===== src/design/rxbuf_cfg.svh =====
/*
 * Receive buffer sizing
 * Widths shared by the package and the RTL
 */
`ifndef RXBUF_CFG_SVH
`define RXBUF_CFG_SVH

// ========================================
// Datapath
// ========================================

// Byte width on the receive side
`define RXBUF_DATA_WIDTH 8

// FIFO address bits for 16 entries
// Never below 2 because the quadrant logic reads the top two pointer bits
`define RXBUF_ADDR_WIDTH 4

// ========================================
// Counters
// ========================================

// Statistics and overflow counters, all saturating
`define RXBUF_CNT_WIDTH 16

`endif


===== src/design/rxBufPkg.sv =====
/*
 * Receive buffer types
 * Entry kinds, controller states, byte and FIFO word layouts
 */
`include "rxbuf_cfg.svh"

package rxBufPkg;

    // Tag stored with each FIFO word
    typedef enum logic [1:0] {
        KindData  = 2'd0,
        KindEnd   = 2'd1,
        KindAbort = 2'd2
    } entryKind_t;

    // Write side controller states
    typedef enum logic [1:0] {
        StIdle    = 2'd0,
        StRecv    = 2'd1,
        StDiscard = 2'd2
    } ctrlState_t;

    // One FIFO word and also the read port
    typedef struct packed {
        entryKind_t                   kind;
        logic [`RXBUF_DATA_WIDTH-1:0] data;
    } fifoEntry_t;

    // Incoming byte with its frame marks
    typedef struct packed {
        logic                         valid;
        logic                         sof;
        logic                         eof;
        logic [`RXBUF_DATA_WIDTH-1:0] data;
    } rxByte_t;

endpackage


===== src/design/frameStats.sv =====
/*
 * Read side frame statistics
 * Counts good and aborted frames as their last entry is popped
 */
`timescale 1ns/1ps
`include "rxbuf_cfg.svh"

module frameStats import rxBufPkg::*; (
    input  logic                        RClk,
    input  logic                        PresetEmpty,
    input  logic                        pop,
    input  fifoEntry_t                  rdEntry,
    output logic [`RXBUF_CNT_WIDTH-1:0] goodFrames,
    output logic [`RXBUF_CNT_WIDTH-1:0] abortFrames
);

    logic goodHit;
    logic abortHit;

    // Frame closers taken this cycle
    assign goodHit  = pop && (rdEntry.kind == KindEnd);
    assign abortHit = pop && (rdEntry.kind == KindAbort);

    // ========================================
    // Counters
    // ========================================

    // Good frames, saturating
    always_ff @(posedge RClk or posedge PresetEmpty) begin
        if (PresetEmpty) begin
            goodFrames <= '0;
        end else if (goodHit && goodFrames != '1) begin
            goodFrames <= goodFrames + 1'b1;
        end
    end

    // Aborted frames, saturating
    always_ff @(posedge RClk or posedge PresetEmpty) begin
        if (PresetEmpty) begin
            abortFrames <= '0;
        end else if (abortHit && abortFrames != '1) begin
            abortFrames <= abortFrames + 1'b1;
        end
    end

endmodule


===== config.mk =====
export PLATFORM = sky130hd
export DESIGN_NAME = frameStats
export DESIGN_NICKNAME = d
export VERILOG_FILES = /design/src/design/rxBufPkg.sv /design/src/design/frameStats.sv
export VERILOG_INCLUDE_DIRS = /design/src /design/src/design
export SDC_FILE = /design/constraint.sdc
export NUM_CORES = 1
export LEC_CHECK = 0
export ABC_AREA = 1
export BUFFER_PORTS_ARGS = -buffer_cell sky130_fd_sc_hd__buf_2
export CAP_MARGIN = 20
export CORE_UTILIZATION = 39
export CTS_BUF_LIST = sky130_fd_sc_hd__clkbuf_16
export DETAILED_ROUTE_END_ITERATION = 7
export PLACE_DENSITY = 0.59
export SETUP_SLACK_MARGIN = 0.2
export SLEW_MARGIN = 20
export SYNTH_ARGS = -nofsm -noshare
export SYNTH_HDL_FRONTEND = slang
export SYNTH_SLANG_ARGS = --single-unit

===== constraint.sdc =====
create_clock -name RClk -period 1.4 [get_ports RClk]
set_input_delay 0.14 -clock RClk [delete_from_list [all_inputs] [get_ports RClk]]
set_output_delay 0.14 -clock RClk [all_outputs]
set_load 0.01 [all_outputs]

Word-level counts from Yosys, hierarchy flattened:

Cells that the tools add are included.

* eq/ne operators: 4
* reductions and logical operators: 4
* $add $sub $neg: 2

Operators by type and width (count)
* $add A16 B1 Y16 const B: 2
* $ne A16 B16 Y1 const B: 2
* $logic_and A1 B1 Y1: 4
* $eq A2 B1 Y1 const B: 1
* $eq A2 B2 Y1 const B: 1

* output and inout bits: 32
* input port bits: 13
* logic and storage cells: 12
* register bits: 32

Depth between registers and ports, before layout:

* depth in word-level cells: 3
* depth in mapped cells: 9
* gate-level depth less buffers: 9

Worst setup path before layout:

Ideal clock, no wire load.

* path type: register to register
* start: reg goodFrames[0]
* end: reg goodFrames[3]
* period minus slack after synthesis: 1.504 ns
* data required time: 1.335 ns
* arrival: 1.440 ns
* stages on the path, launching flop included: 10
* buffers on the path: 1
* library setup time: 0.065 ns
* setup slack: -0.104 ns
* path through: dfrtp_1 -> ha_1 -> nand3_2 -> inv_1 -> nand2_2 -> nor2_4 -> nor2_4 -> buf_6 -> nand2_1 -> nand2_1

* longest elaborated chain between the ends: 2
* elaborated cells on any way between the ends: 3
* those cells by class: 1 x add/sub; 1 x eq/ne; 1 x reduce/logical

Ends and longest elaborated chain
* start: declaration: line frameStats.sv:13 `` output logic [`RXBUF_CNT_WIDTH-1:0] goodFrames, ``
* start signal: assignment: line frameStats.sv:33 `goodFrames <= goodFrames + 1'b1;`
* branches (longest 2 deep; another with $add A16 B1 Y16)

Parallel ways; which one is timed is not known.
A chain may end at the register's enable or synchronous reset.

Worst setup path in the final report:

* start: reg goodFrames[1]
* end: reg goodFrames[14]

Same word-level chain as after synthesis.

==> flow_summary.yaml <==
finish:
  diodes: 0
  multi_input_area_um2: 1360
  area_delta_synth_final_pct: 58.2
  drive_gt1_frac: 0.453
  fin_nets: 417
  fillers: 446
  layout.area.seq_um2: 811
synthesis:
  synth_fa_ha_area_frac: 0.0121
  netlist_instances: 302
  yosys.area.top_type_share: 0.388
  seq_area_frac_synth: 0.388
  synth_area_per_cell_um2: 6.83
  synth_compound_area_frac: 0.0558
  yosys-top-cells-area: "dfrtp_1, nand2_1, nor2_1"
  synth_mux_area_frac: 0
  synth_edf_count: 0
  synthSimpleGateAreaFrac: 0.451
  yosysMostFrequentCell: "nand2_1"
  ys.warnings.count: 0
  synth_xor_area_frac: 0.0255
  synth_ff_type: "dfrtp_1"
  syn_nets: 317
  synth-seq-cells: 32
  synthArstFlopShare: 1.00
  synth_top_cell_by_area: "dfrtp_1"
  synth_area_um2: 2060
  yosysUniqueCellTypes: 21
  synth_common_cells: "nand2_1, dfrtp_1, nor2_1"
  synth_top_family_by_area: "simple AND/OR/NAND/NOR gates"
grt:
  grtUsageTotal: 0.223
  grt_max_degree: 33
  grt_pass1_wl_um: 9300
  gr-total-overflow: 0
  antenna_found_initial: 0
  grt_pass1_vias: 1995
cts:
  cts_root_buf: "clkbuf_16"
  path_clk_slew_ns: 0.05
  cts_tree: "built"
  numCtsBuffers: 5
  clkLatencyLatePin_ns: 0.28
  clock-sinks: 32
  cts-htree-levels: 2
  cts.path.max_buffers: 2
routing:
  antenna_left: 0
  num_vias: 2275
  wl_met2_um: 2780
  dr.max_layer_used: "met4"
  wl_per_cell_um: 12.6
  wirelength_um: 5940
  wl_met3_um: 188
  vias_per_cell: 4.82
  wl_met1_um: 2910
  dr.first_iter.drc_count: 148
  firstDrtPassIters: 4
  drc: 0
hold_path:
  hp-start: "rdEntry[9]"
  hold_class: "input pin to register"
setup_path:
  crit_arrival_ns: 1.58
  worstPathCellList: "ha_4 > nand3_4 > inv_4 > nand2_4 > buf_4 > nor2_4 > nand2_2 > nand3b_1 > nand2_1"
  worst_ep_required_time_ns: 1.56
  cpPeakStageDelay_ns: 0.38
  crit_path_end_kind: "register"
  crit_slowest_cell: "dfrtp_1"
  startpoint: "goodFrames[1]"
  worst-path-max-fanout: 6
  cp-start-kind: "register"
  timing.rr.start: "goodFrames[1]"
  worstSetupPathType: "register to register"
timing:
  fmax_ghz: 0.708
  slew_viol_final: 0
  relSlewSlack: 0.709
  setup_violations: 3
  period_share: 1.01
  clock_skew_ns: 0.00276
  rsz0062_at_grt: "yes"
  tightest_slew_ns: 0.436
  post-route-min-period_ns: 1.41
  fin_ws_ns: -0.0127
  fin_tns_setup_ns: -0.0264
  hold_viol_final: 0
die:
  start_util: 0.404
  io_pins: 45
  die_area_um2: 5580
  die_w_um: 74.7
  die_h_um: 74.7
  rows: 26
  coreArea_um2: 5110
power_and_ir_drop:
  p_leak_nw: 1.62
  ir_worst_vdd_uv: 829
  p_per_area_nw_per_um2: 1060
flow_run:
  maxCapViolations: 0
place:
  gp_congestion: 0.873
  hpwl_um: 3700
  place_ws_ns: -0.0359
  port_buffers: 36
run_status:
  violations: "negative setup slack"
  outcome: "finished, violations left"
## cell type report
class                   count  area share
clock buffers               5      0.0384
clock inverters             2     0.00230
inverters                  31      0.0395
multi-input cells         237       0.417
flip-flops and latches     32       0.249
well taps                  70      0.0269
repair buffers             95       0.227
## path summary, 6_finish.rpt
kind	depth (start not counted)	end	slack, ns
setup / recovery	9	goodFrames[14]	-0.01
hold / removal	4	goodFrames[12]	0.20
setup reg to reg	9	goodFrames[14]	-0.01
hold reg to reg	2	abortFrames[8]	0.56
max in group asynchronous	4	abortFrames[3]	0.57
min in group asynchronous	4	goodFrames[2]	0.50
## metal layers
metal  global-route usage  up-vias
met3               0.0469        6
met1                0.317     1079
met2                0.343       44
met4               0.0608        0
li1                     -     1146
met5                    0        -
## what timing repair did
item                                   4_1_cts  5_1_grt
hold buffers                                 1        0
gates resized for setup                     37       39
setup buffers                               14        7
setup endpoints to repair                   32       34
gates cloned                                 2        0
endpoints found under the hold margin       32        0
pin swaps                                   14       19
## flip-flops by register name, summed over array words and instances (netlist names)
signal	flops
goodFrames	16
abortFrames	16
## cells by family (layout without fill, tap and decap cells)
group | after synthesis | after routing
AND/OR/NAND/NOR | 212 | 212
buffers and inverters | 33 | 133
flip-flops | 32 | 32
AO/OA/AOI/OAI | 17 | 17
XOR/XNOR | 6 | 6
adder cells (fa/ha/maj) | 2 | 2
## power breakdown
part | total [mW] | switching (mW) | internal, mW
logic | 1.15 | 0.572 | 0.577
clock network | 1.03 | 0.392 | 0.635
registers | 1.28 | 0.199 | 1.08
total | 3.46 | 1.16 | 2.29
## layout by cell type, fill, tap and decap left out, drive strengths merged
cell         netlist  layout
xor2               4       4
xnor2              2       2
dfrtp             32      32
dlygate4sd3        0       1
nand3             17      17
nor2              42      42
o21ai             16      16
clkbuf             0       5
nand2            138     138
ha                 2       2
nor3               2       2
nand4              8       8
a21oi              1       1
buf                2      94
nand3b             5       5
inv               31      33
## critical path, delay by kind of cell (launching register included)
family	cells	cell delay (ns)
buffers and inverters	2	0.23
and+or+nand+nor	6	0.52
adders and majority gates	1	0.16
DFF	1	0.38
## metrics by stage
step	hold WS (ns)	instances	util	power (mW)	instance area, um^2
2_1_floorplan	0.256	302	-	1.77	2130
3_3_place_gp	0.255	441	0.520	2.17	2660
3_5_place_dp	0.266	441	0.520	2.19	2660
4_1_cts	0.196	465	0.606	3.40	3090
5_1_grt	0.247	472	0.639	3.66	3260
6_report	0.196	472	0.639	3.46	3260
(Power assumes the default switching activity.)
