$ cat config.mk
export PLATFORM = sky130hd
export DESIGN_NAME = rxFrameCtrl
export DESIGN_NICKNAME = d
export VERILOG_FILES = /design/src/design/rxBufPkg.sv /design/src/design/rxFrameCtrl.sv
export VERILOG_INCLUDE_DIRS = /design/src /design/src/design
export SDC_FILE = /design/constraint.sdc
export NUM_CORES = 1
export LEC_CHECK = 0
export ABC_CLOCK_PERIOD_IN_PS = 4550
export BUFFER_PORTS_ARGS = -buffer_cell sky130_fd_sc_hd__buf_2
export CAP_MARGIN = 20
export CORE_MARGIN = 3
export CORE_UTILIZATION = 35
export CTS_BUF_LIST = sky130_fd_sc_hd__clkbuf_8
export CTS_CLUSTER_DIAMETER = 200
export DETAILED_ROUTE_END_ITERATION = 16
export GPL_TIMING_DRIVEN = 0
export PLACE_DENSITY_LB_ADDON = 0.05
export RECOVER_POWER = 100
export SLEW_MARGIN = 20
export SYNTH_ARGS = -nofsm -noshare
export SYNTH_HDL_FRONTEND = slang
export SYNTH_SLANG_ARGS = --single-unit
$ cat constraint.sdc
create_clock -name WClk -period 4.55 [get_ports WClk]
set_clock_uncertainty 0.15 [all_clocks]
set_input_delay 0.91 -clock WClk [delete_from_list [all_inputs] [get_ports WClk]]
set_output_delay 0.91 -clock WClk [all_outputs]
set_load 0.05 [all_outputs]
$ cat src/design/rxbuf_cfg.svh
/*
 * Receive buffer sizing
 * Widths shared by the package and the RTL
 */
`ifndef RXBUF_CFG_SVH
`define RXBUF_CFG_SVH

// ========================================
// Datapath
// ========================================

// Byte width on the receive side
`define RXBUF_DATA_WIDTH 8

// FIFO address bits for 16 entries
// Never below 2 because the quadrant logic reads the top two pointer bits
`define RXBUF_ADDR_WIDTH 4

// ========================================
// Counters
// ========================================

// Statistics and overflow counters, all saturating
`define RXBUF_CNT_WIDTH 16

`endif

$ cat src/design/rxBufPkg.sv
/*
 * Receive buffer types
 * Entry kinds, controller states, byte and FIFO word layouts
 */
`include "rxbuf_cfg.svh"

package rxBufPkg;

    // Tag stored with each FIFO word
    typedef enum logic [1:0] {
        KindData  = 2'd0,
        KindEnd   = 2'd1,
        KindAbort = 2'd2
    } entryKind_t;

    // Write side controller states
    typedef enum logic [1:0] {
        StIdle    = 2'd0,
        StRecv    = 2'd1,
        StDiscard = 2'd2
    } ctrlState_t;

    // One FIFO word and also the read port
    typedef struct packed {
        entryKind_t                   kind;
        logic [`RXBUF_DATA_WIDTH-1:0] data;
    } fifoEntry_t;

    // Incoming byte with its frame marks
    typedef struct packed {
        logic                         valid;
        logic                         sof;
        logic                         eof;
        logic [`RXBUF_DATA_WIDTH-1:0] data;
    } rxByte_t;

endpackage

$ cat src/design/rxFrameCtrl.sv
/*
 * Receive frame controller
 * Tags incoming bytes as FIFO entries, drops the rest of a frame on
 * overflow and queues an abort marker in its place
 */
`timescale 1ns/1ps
`include "rxbuf_cfg.svh"

module rxFrameCtrl import rxBufPkg::*; (
    input  logic                        WClk,
    input  logic                        PresetEmpty,
    input  rxByte_t                     rxIn,
    input  logic                        full,
    output logic                        push,
    output fifoEntry_t                  pushEntry,
    output logic [`RXBUF_CNT_WIDTH-1:0] overflowCount
);

    ctrlState_t state;
    ctrlState_t stateNext;
    // Marker owed to the reader for a cut frame
    logic       abortPending;
    logic       abortNext;
    // Byte lost this cycle
    logic       dropByte;

    // ========================================
    // Next state and push decode
    // ========================================

    always_comb begin
        stateNext = state;
        abortNext = abortPending;
        push      = 1'b0;
        dropByte  = 1'b0;
        pushEntry = '{kind: KindData, data: rxIn.data};

        if (abortPending) begin
            // Marker goes out on the first free slot
            if (!full) begin
                push           = 1'b1;
                pushEntry.kind = KindAbort;
                pushEntry.data = '0;
                abortNext      = 1'b0;
            end
            // Byte of this edge is lost either way
            if (rxIn.valid) begin
                if (state == StDiscard && rxIn.eof) begin
                    // End of the cut frame is not counted
                    stateNext = StIdle;
                end else begin
                    dropByte = 1'b1;
                end
            end
        end else begin
            case (state)
                StIdle: begin
                    // Only a sof opens a frame
                    if (rxIn.valid && rxIn.sof) begin
                        if (full) begin
                            // Nothing stored yet so no marker
                            dropByte = 1'b1;
                            if (!rxIn.eof) begin
                                stateNext = StDiscard;
                            end
                        end else begin
                            push           = 1'b1;
                            pushEntry.kind = rxIn.eof ? KindEnd : KindData;
                            stateNext      = rxIn.eof ? StIdle : StRecv;
                        end
                    end
                end
                StRecv: begin
                    if (rxIn.valid) begin
                        if (full) begin
                            // Part of the frame is in the FIFO
                            dropByte  = 1'b1;
                            abortNext = 1'b1;
                            stateNext = rxIn.eof ? StIdle : StDiscard;
                        end else begin
                            push           = 1'b1;
                            pushEntry.kind = rxIn.eof ? KindEnd : KindData;
                            if (rxIn.eof) begin
                                stateNext = StIdle;
                            end
                        end
                    end
                end
                StDiscard: begin
                    // Swallow until the frame ends
                    if (rxIn.valid) begin
                        if (rxIn.eof) begin
                            stateNext = StIdle;
                        end else begin
                            dropByte = 1'b1;
                        end
                    end
                end
                default: stateNext = StIdle;
            endcase
        end
    end

    // ========================================
    // Registers
    // ========================================

    always_ff @(posedge WClk or posedge PresetEmpty) begin
        if (PresetEmpty) begin
            state         <= StIdle;
            abortPending  <= 1'b0;
            overflowCount <= '0;
        end else begin
            state        <= stateNext;
            abortPending <= abortNext;
            // Saturating drop count
            if (dropByte && overflowCount != '1) begin
                overflowCount <= overflowCount + 1'b1;
            end
        end
    end

endmodule

# After elaboration in Yosys (flattened, before gate mapping)
# Index checks and enable logic that the tools add are counted.
# W data, S select, Z words.
word_totals:
  in_bits: 14
  output_inout_bits: 27
  n_memories: 0
  ff_bits: 19
  latchBits: 0
  ramBits: 0
  mem_bits_ro: 0
op_classes:
  magnitude_cmp: 0
  shifts: 0
  eq_ne: 9
  multipliers: 0
  n_reduce_logical: 5
  n_mux: 37
  bitwise: 0
  add_sub_neg: 1
  div_mod_pow: 0
op_table:
  columns: ["cell", "n"]
  rows:
  - ["$mux W2", 13]
  - ["$mux W1", 18]
  - ["$add A16 B1 Y16 const B", 1]
  - ["$ne A16 B16 Y1 const B", 1]
  - ["$mux W10", 1]
  - ["$mux W8", 1]
  - ["$ne A2 B2 Y1 const B", 3]
  - ["$pmux W2 S3", 1]
  - ["$reduce_and A6 Y1", 1]
  - ["$ne A4 B4 Y1 const B", 1]
  - ["$pmux W2 S2", 1]
  - ["$logic_and A1 B1 Y1", 3]
  - ["$ne A3 B3 Y1 const B", 1]
  - ["$pmux W1 S3", 1]
  - ["$eq A2 B1 Y1 const B", 1]
  - ["$eq A2 B2 Y1 const B", 1]
  - ["$logic_not A2 Y1", 1]
  - ["$ne A2 B1 Y1 const B", 1]
  - ["$pmux W1 S2", 1]

# Longest topological paths before layout
# Gate-level depths: netlist of run 1.
depth:
  depth_word: 6
  mapped_depth: 7
  depth_no_buf: 6

# Worst setup path before layout of run 1
# OpenSTA, ideal clock, no wires.
synth_timing:
  path_type: "input to output"
  startpoint: "input port rxIn[10] (netlist bit)"
  endpoint: "output port pushEntry[8] (netlist bit)"
  t_required_ps: 3490
  stages: 3
  path_buffers: 0
  setup_slack_ps: 671
  arrival_time_ps: 2819
  path_cell_list: "nor2b_1 o21ai_0 nor4b_1"
synth_lines:
  columns: ["element", "line_no", "text"]
  rows:
  - ["from (decl)", "rxFrameCtrl.sv:12", "input rxByte_t rxIn,"]
  - ["to (decl)", "rxFrameCtrl.sv:15", "output fifoEntry_t pushEntry,"]

==> results of run 1 <==
==> cell type report <==
type	count	area (um2)
flip-flops and latches	19	475
repair buffers	40	164
well taps	42	52.6
clock inverters	1	3.75
multi-input cells	82	543
plain buffers	2	15.0
inverters	9	33.8
clock buffers	3	41.3
fillers	310	1550
==> stage by stage <==
step	instance area (um2)	instances	utilization, %	setup slack, ps
floorplan	1100	112	-	671
global placement	1350	194	47.0	1580
detailed placement	1350	194	47.0	1530
CTS	1400	198	48.5	1530
global route	1330	198	46.2	1120
finish	1330	198	46.2	1260
==> path summary, 6_finish.rpt <==
kind                            slack [ps]                       endpoint
max in group asynchronous             3190  overflowCount[15]$_DFFE_PP0P_
min in group asynchronous              610           state[0]$_DFFE_PP0P_
worst max-delay path                  1260                   pushEntry[8]
worst max register to register        2240   overflowCount[1]$_DFFE_PP0P_
worst min-delay path                   350   overflowCount[7]$_DFFE_PP0P_
worst min register to register         350   overflowCount[7]$_DFFE_PP0P_
==> synth_stat cells <==
library cell	instances
nor4_2	1
nand2_1	7
nor3_2	1
nand4_1	2
nand4b_1	1
nor2b_1	2
and4_1	3
a211oi_1	1
dfrtp_1	19
buf_6	1
xnor2_1	4
and2_1	8
buf_4	1
nor4b_2	1
inv_1	9
o21ai_2	1
nand4_2	1
o21ai_0	3
nand2b_1	2
xor2_1	11
mux2_4	1
nor3_1	4
nand3_1	7
nor2b_4	1
a21oi_1	4
a31oi_1	1
nor4b_1	1
ha_1	1
nor3_4	1
or4_1	1
nor2_1	8
and2b_1	1
nor4_1	1
a311o_1	1
==> worst register-to-register path: stages, from the launching register on <==
cell and delay (ps):
dfrtp_1 400, ha_1 190, nand3_1 180, nand4b_1 220, nand4_1 200, clkbuf_1 480, mux2_1 370
==> per-layer routing <==
metal	track usage [%]	vias to the layer above	routed length, um
li1	-	472	-
met1	18.0	437	1060
met2	19.2	36	961
met3	4.75	2	210
met4	2.73	0	10
met5	0	-	0
==> cells by family after synthesis <==
logic type,after synthesis,share of synthesized area (%)
XOR/XNOR,15,12.0
flip-flops,19,43.3
AO/OA/AOI/OAI,11,6.15
multiplexers,1,1.37
AND/OR/NAND/NOR,54,31.3
buffers and inverters,11,4.78
adder cells (fa/ha/maj),1,1.14
==> registers in the layout, summed over array words and instances (netlist names) <==
signal         cells
abortPending       1
overflowCount     16
state              2
==> where the power goes <==
part / internal (uW) / total, uW / switching (uW)
combinational: 76.6 / 291 / 214
clock: 59.9 / 112 / 51.9
sequential: 204 / 244 / 39.8
total: 341 / 646 / 306
==> results.ini, run 1 <==
[outcome]
status = finished clean

[critical_path]
crit_cells = 5
crit_type = input pin to primary output
startpoint = rxIn[10]
r2r-start = overflowCount[0]$_DFFE_PP0P_
cp_cell_sequence = clkbuf_1 -> nor2b_1 -> o21ai_0 -> nor4b_1 -> clkbuf_1
critPathRequiredTime_ps = 3490
critical_path.top_delay_family = buffers and inverters
critPathMaxStageDelay_ps = 500
endpoint_kind = primary output
crit_buf_inv = 2
crit_fanout = 7
worst_r2r_path_depth = 6
cp_slowest_cell = clkbuf_1
critPathArrivalTime_ps = 2230
worstSetupStartpointType = input pin
cp_common_cell = clkbuf_1

[synth]
syn-cell-area_um2 = 1100
synthTopCellsByArea = dfrtp_1 (43%), xor2_1 (8.8%), and2_1 (4.6%)
syn_nets = 127
synth_top_cell_area_share_pct = 43.3
synth_seq_area_share_pct = 43.3
synthesis.instances = 112
synth_warnings = 0
ys_types = 34
postSynthAreaPerCell_um2 = 9.81
ys_seq_elements = 19
synth_top_area_cell = dfrtp_1

[final_layout]
final_net_count = 172
drive_gt1_share_pct = 11.5
areaGrowthSynthToFinish_pct = 21.0
final_cell_mix = clkbuf_1 (30), dfrtp_1 (19), xor2_1 (11), buf_2 (11), inv_1 (10)
final_common_cell = clkbuf_1
diodes = 0

[sta]
fmax_mhz = 304
hold_ws_ps = 346
hold_viol = 0
slew_headroom_pct = 52.9
setup_tns_ps = 0
min_period_ps = 3290
worstMarginPinSlew_ps = 705
setup_viol = 0
fin_crit_sh_pct = 72.4
drv_slew = 0
rsz0062_at_grt = false

[floorplan]
die_h_um = 62.0
die_w_um = 62.0
ioPinCount = 41
start_util_pct = 38.2
num_rows = 19
die_area_um2 = 3850
core_um2 = 2880

[hold_path]
hold_path_startpoint = overflowCount[7]$_DFFE_PP0P_
min_path_cells = 1
hold_path.class = register to register

[place]
place_congestion = 0.751
port_buffers = 40
dpl.hpwl_mm = 1.72

[power_and_ir_drop]
p_total_uw = 646
p_leak_uw = 0.000621
vdd_drop_max_mv = 0.329
cellPowerDensity_nw_per_um2 = 486

[global_route]
grt_usage_pct = 13.0
overflow = 0
antenna_found_initial = 0
grt_pass1_wl_mm = 3.74
grt_max_degree = 20
grt_pass1_vias = 864

[clock_tree]
clk_latency_ps = 250
cts_tree = yes
numCtsBuffers = 3
htree_levels = 1
postCtsResizedCells = 0
clockBufferDepth = 2
path_clk_slew_ps = 70
post_cts_buffers = 0
cts_root_buf = clkbuf_8
clock_sinks = 19
ctsHoldBuffers = 0

[drt]
via_per_inst = 4.78
drt_first_iter_violations = 37
ant_nets = 0
drt-pass1-iter-count = 4
wl_per_cell_um = 11.3
drt-total-wl_mm = 2.24
via_count = 947
route.detailed.drc = 0

[job]
drv_cap = 0

Note: power is estimated with default switching activity, not from simulation.
==> run 2: changes to the inputs <==
--- a/config.mk
+++ b/config.mk
@@ -6,7 +6,7 @@
 export SDC_FILE = /design/constraint.sdc
 export NUM_CORES = 1
 export LEC_CHECK = 0
-export ABC_CLOCK_PERIOD_IN_PS = 4550
+export ABC_CLOCK_PERIOD_IN_PS = 2900
 export BUFFER_PORTS_ARGS = -buffer_cell sky130_fd_sc_hd__buf_2
 export CAP_MARGIN = 20
 export CORE_MARGIN = 3
==> constraint.sdc (replaced) <==
create_clock -name WClk -period 2.9 [get_ports WClk]
set_clock_uncertainty 0.15 [all_clocks]
set_input_delay 0.58 -clock WClk [delete_from_list [all_inputs] [get_ports WClk]]
set_output_delay 0.58 -clock WClk [all_outputs]
set_load 0.05 [all_outputs]
==> run 2 against run 1 <==
Via count grew 1.3%; final cell count did not move; non-clock buffer count unchanged; critical path depth is the same; core utilization is 0.13 points lower; die area unchanged; worst setup slack worse by 890 ps; wire length up 4.7%; count of clock-buffer cells in the layout unchanged; largest power group unchanged; highest routed layer unchanged.
==> results.ini, run 2 (same netlist as run 1, synthesis figures left out) <==
[critical_path]
crit_fanout = 7  ; unchanged
worst_r2r_path_depth = 6  ; unchanged
endpoint_kind = primary output
startpoint = rxIn[10]
crit_end = push
crit_type = input pin to primary output
rr_endpoint = overflowCount[1]$_DFFE_PP0P_
worstSetupStartpointType = input pin
r2r-start = overflowCount[0]$_DFFE_PP0P_
critPathRequiredTime_ps = 2170  ; -1320 ps
critPathArrivalTime_ps = 1800  ; -430 ps
regToRegSetupSlack_ps = 720  ; -1520 ps

[clock_tree]
path_clk_slew_ps = 70  ; about the same
postCtsResizedCells = 0  ; unchanged
cts_tree = yes
clk_latency_ps = 250  ; about the same
clock_sinks = 19  ; unchanged
htree_levels = 1  ; unchanged
ctsHoldBuffers = 0  ; unchanged
cts_root_buf = clkbuf_8
post_cts_buffers = 0  ; unchanged
numCtsBuffers = 3  ; unchanged
clockBufferDepth = 2  ; unchanged

[sta]
drv_slew = 0  ; unchanged
hold_viol = 0  ; unchanged
rsz0062_at_grt = false
min_period_ps = 2530
fmax_mhz = 395
setup_ws_ps = 367  ; -890 ps
fin_crit_sh_pct = 87.4
slew_headroom_pct = 53.0  ; +0.072 points
setup_viol = 0  ; unchanged
worstMarginPinSlew_ps = 704  ; -1.08 ps
setup_tns_ps = 0  ; unchanged
hold_ws_ps = 278  ; -68.1 ps

[power_and_ir_drop]
p_total_uw = 1020  ; +57%
p_leak_uw = 0.000615  ; -1.0%
cellPowerDensity_nw_per_um2 = 768  ; +58%
vdd_drop_max_mv = 0.360  ; +9.4%

[outcome]
status = finished clean

[drt]
drt-pass1-iter-count = 4  ; unchanged
drt-total-wl_mm = 2.35  ; +4.7%
route.detailed.drc = 0  ; unchanged
ant_nets = 0  ; unchanged
via_per_inst = 4.84  ; +1.3%
via_count = 959  ; +1.3%
wl_per_cell_um = 11.9  ; +4.7%
drt_first_iter_violations = 36  ; -2.7%

[place]
dpl.hpwl_mm = 1.81  ; +5.2%
place_congestion = 0.756  ; +0.67%
port_buffers = 40  ; unchanged
dp_slack_ps = 566  ; -965 ps

[floorplan]
ioPinCount = 41  ; unchanged
num_rows = 19  ; unchanged
die_area_um2 = 3850  ; unchanged
die_w_um = 62.0  ; unchanged
core_um2 = 2880  ; unchanged
start_util_pct = 38.2  ; unchanged
die_h_um = 62.0  ; unchanged

[final_layout]
largest_reg_flops = 16  ; unchanged
reg.largest.list = overflowCount x16, state x2, abortPending x1
drive_gt1_share_pct = 12.2  ; +0.64 points
top_register = overflowCount
n_fill_cell = 309  ; -0.32%
final_net_count = 172  ; unchanged
diodes = 0  ; unchanged
areaGrowthSynthToFinish_pct = 20.6
final_common_cell = clkbuf_1
final_cell_mix = clkbuf_1 (29), dfrtp_1 (19), buf_2 (12)

[global_route]
use_met1_pct = 18.9  ; +0.89 points
grt_pass1_wl_mm = 3.83  ; +2.4%
antenna_found_initial = 0  ; unchanged
top_usage_layer = met2
met2_usage_pct = 20.1  ; +0.89 points
grt_usage_pct = 13.5  ; +0.51 points
grt_pass1_vias = 866  ; +0.23%
overflow = 0  ; unchanged
grt_util_met3_pct = 3.93  ; -0.83 points
grt_max_degree = 20  ; unchanged

[job]
drv_cap = 0  ; unchanged

[hold_path]
hold_path.class = input pin to asynchronous set/reset pin

## run 2: cell type report
class,instances,area (um2),area share (%)
Clock inverter,1,3.75,0.283
Inverter,9,33.8,2.55
Clock buffer,3,41.3,3.12
Sequential cell,19,475,35.9
Timing Repair Buffer,40,165,12.5
Tap cell,42,52.6,3.97
Multi-Input combinational cell,82,538,40.6
Buffer,2,15.0,1.13
## run 2: worst min path at each step
| stage | from | to | cells past startpoint |
|---|---|---|---|
| 2_1_floorplan | PresetEmpty | abortPending$_DFF_PP0_ | 1 |
| 3_3_place_gp | overflowCount[15]$_DFFE_PP0P_ | overflowCount[15]$_DFFE_PP0P_ | 1 |
| 3_5_place_dp | overflowCount[11]$_DFFE_PP0P_ | overflowCount[11]$_DFFE_PP0P_ | 1 |
| 4_1_cts | PresetEmpty | overflowCount[14]$_DFFE_PP0P_ | 2 |
| 5_1_grt | PresetEmpty | abortPending$_DFF_PP0_ | 2 |
| 6_report | PresetEmpty | state[1]$_DFFE_PP0P_ | 2 |
## run 2: power by group
part           switching, uW  internal [uW]
sequential              65.7            320
clock                   85.1           94.1
combinational            332            121
## run 2: per-stage QoR
step           std cells  util (%)  area, um2
2_1_floorplan        112         -       1100
5_1_grt              198      46.1       1330
4_1_cts              198      48.8       1400
3_3_place_gp         194      47.2       1360
6_report             198      46.1       1330
3_5_place_dp         194      47.2       1360
## run 2: metal layers
layer | vias to the layer above | routed length, um
li1 | 468 | -
met1 | 449 | 1110
met2 | 38 | 997
met3 | 4 | 220
met4 | 0 | 22
met5 | - | 0
## run 2: worst max-delay path: stages
cell and delay [ps]:
clkbuf_1 220, nor2b_1 210, o21ai_0 150, a21oi_1 170, clkbuf_1 480
==> run 3: changes to the inputs <==
==> constraint.sdc (replaced) <==
create_clock -name WClk -period 2.9 [get_ports WClk]
set_clock_uncertainty 0.15 [all_clocks]
set_input_delay 0.145 -clock WClk [delete_from_list [all_inputs] [get_ports WClk]]
set_output_delay 0.145 -clock WClk [all_outputs]
set_load 0.05 [all_outputs]
==> run 3 against run 2 <==
Non-clock buffer count is 1 higher; critical path depth is 1 higher; count of clock-buffer cells in the layout did not move; die area is the same; design area increased by 1.1%; register-to-register slack worse by 90 ps; wire length decreased by 3.9%; via count fell by 0.42%; first-iteration DRC count is 5.6% higher; clock power is essentially flat; power shrank 0.34%; sequential power decreased by 1%.
==> results.ini, run 3 (same netlist as run 1, synthesis figures left out) <==
[outcome]
status = finished clean

[critical_path]
worstSetupStartpointType = register
crit_fanout = 10  ; +3
critPathMaxStageDelay_ps = 470  ; about the same
cp_cell_sequence = ha_1 -> nand3_1 -> nand4b_1 -> nand4_2 -> clkbuf_1 -> mux2_1
r2r-start = overflowCount[0]$_DFFE_PP0P_
critPathArrivalTime_ps = 2260  ; +460 ps
startpoint = overflowCount[0]$_DFFE_PP0P_
crit_type = register to register
critPathRequiredTime_ps = 2890  ; +720 ps
worst_r2r_path_depth = 6  ; unchanged
rr_endpoint = overflowCount[1]$_DFFE_PP0P_
cp_slowest_cell = clkbuf_1
endpoint_kind = register
regToRegSetupSlack_ps = 630  ; -90 ps

[power_and_ir_drop]
p_clk_share_pct = 17.3  ; -0.3 points
p_leak_uw = 0.000626  ; +1.8%
pwr-share-seq_pct = 37.6  ; -0.3 points
switchingPower_uw = 482  ; -0.22%
vdd_drop_max_mv = 0.515  ; +43%
p_int_uw = 532  ; -0.44%
cellPowerDensity_nw_per_um2 = 757  ; -1.5%
p_sw_share_pct = 47.5  ; +0.055 points
pwr-share-comb_pct = 45.0  ; +0.5 points

[clock_tree]
post_cts_buffers = 0  ; unchanged
cts_root_buf = clkbuf_8
postCtsResizedCells = 0  ; unchanged
clock_sinks = 19  ; unchanged
clockBufferDepth = 2  ; unchanged
htree_levels = 1  ; unchanged
clk_latency_ps = 250  ; about the same
ctsHoldBuffers = 1  ; +1
path_clk_slew_ps = 70  ; about the same
cts_tree = yes
numCtsBuffers = 3  ; unchanged

[sta]
drv_slew = 0  ; unchanged
min_period_ps = 2270  ; -264 ps
worstMarginPinSlew_ps = 705  ; +1.15 ps
fin_crit_sh_pct = 78.2  ; -9.1 points
fmax_mhz = 441  ; +12%
hold_viol = 0  ; unchanged
slew_headroom_pct = 52.9  ; -0.077 points
setup_ws_ps = 631  ; +264 ps
rsz0062_at_grt = false
hold_ws_ps = 50.5  ; -227 ps
setup_tns_ps = 0  ; unchanged
setup_viol = 0  ; unchanged

[floorplan]
die_area_um2 = 3850  ; unchanged
ioPinCount = 41  ; unchanged
core_um2 = 2880  ; unchanged
num_rows = 19  ; unchanged
die_w_um = 62.0  ; unchanged
start_util_pct = 38.2  ; unchanged
die_h_um = 62.0  ; unchanged

[final_layout]
reg.largest.list = overflowCount x16, state x2, abortPending x1
largest_reg_flops = 16  ; unchanged
final_area_um2 = 1340  ; +1.1%
final_cell_mix = clkbuf_1 (29), dfrtp_1 (19), buf_2 (13)
stdcell_count = 199  ; +0.51%
diodes = 0  ; unchanged
areaGrowthSynthToFinish_pct = 22.0
final_common_cell = clkbuf_1
drive_gt1_share_pct = 12.7  ; +0.56 points
n_fill_cell = 310  ; +0.32%
top_register = overflowCount
final_net_count = 173  ; +0.58%

[global_route]
grt_max_degree = 20  ; unchanged
grt_pass1_vias = 864  ; -0.23%
antenna_found_initial = 0  ; unchanged
overflow = 0  ; unchanged
grt_pass1_wl_mm = 3.74  ; -2.4%
grt_usage_pct = 13.0  ; -0.51 points

[hold_path]
hold_path_startpoint = full
hold_path.class = input pin to register
min_path_cells = 2
worstHoldEndpoint = abortPending$_DFF_PP0_

[drt]
via_per_inst = 4.80  ; -0.92%
drt-pass1-iter-count = 4  ; unchanged
drt_first_iter_violations = 38  ; +5.6%
drt-total-wl_mm = 2.26  ; -3.9%
via_count = 955  ; -0.42%
wl_per_cell_um = 11.4  ; -4.4%
ant_nets = 0  ; unchanged
route.detailed.drc = 0  ; unchanged

[place]
port_buffers = 40  ; unchanged
dp.cells = 194  ; unchanged
dpl_cell_area_um2 = 1350  ; -0.46%
dpl.hpwl_mm = 1.72  ; -5.0%
dp_slack_ps = 924  ; +358 ps
place_congestion = 0.751  ; -0.66%

[job]
drv_cap = 0  ; unchanged

## run 3: routing by layer
| layer | up-vias | part of all wire [%] | track usage, % |
|---|---|---|---|
| met5 | - | 0 | 0 |
| met4 | 0 | 0.44 | 2.73 |
| met3 | 2 | 9.5 | 4.75 |
| met2 | 40 | 43 | 19.2 |
| met1 | 439 | 47 | 18.0 |
| li1 | 474 | - | - |
## run 3: worst max-delay path: cells and delay by family, from the launching register on
kind	cells	cell delay [ps]
flip-flops	1	400
AND/OR/NAND/NOR	3	580
adder cells (fa/ha/maj)	1	190
buffers and inverters	1	470
multiplexers	1	370
## run 3: stage by stage
stage	utilization [%]	power, uW
2_1_floorplan	-	775
3_3_place_gp	47.0	881
3_5_place_dp	47.0	883
4_1_cts	48.9	1060
5_1_grt	46.6	1090
6_report	46.6	1010
## run 3: final cells by class
type	instances	area [um2]	area share [%]
timing repair buffer	41	176	13.2
clock inverter	1	3.75	0.280
buffer	2	7.51	0.560
multi-input combinational	82	549	41.0
tap	42	52.6	3.92
inverter	9	33.8	2.52
sequential	19	475	35.5
clock buffer	3	41.3	3.08
## run 3: how the worst max path moves through the flow
stage | end | slack [ps] | cells after the start
after floorplan | pushEntry[8] | 290 | 3
after global placement | overflowCount[1]$_DFFE_PP0P_ | 910 | 6
after detailed placement | overflowCount[1]$_DFFE_PP0P_ | 920 | 6
after CTS | overflowCount[1]$_DFFE_PP0P_ | 910 | 6
after global routing | overflowCount[1]$_DFFE_PP0P_ | 410 | 6
final | overflowCount[1]$_DFFE_PP0P_ | 630 | 6
## run 3: power by group through the flow
| stage | Combinational, uW | Sequential [uW] | Clock (uW) |
|---|---|---|---|
| 2_1_floorplan | 247 | 528 | 0 |
| 4_1_cts | 499 | 382 | 183 |
| 5_1_grt | 501 | 396 | 194 |
| 6_report | 457 | 382 | 176 |
| 3_5_place_dp | 496 | 387 | 0 |
| 3_3_place_gp | 495 | 386 | 0 |
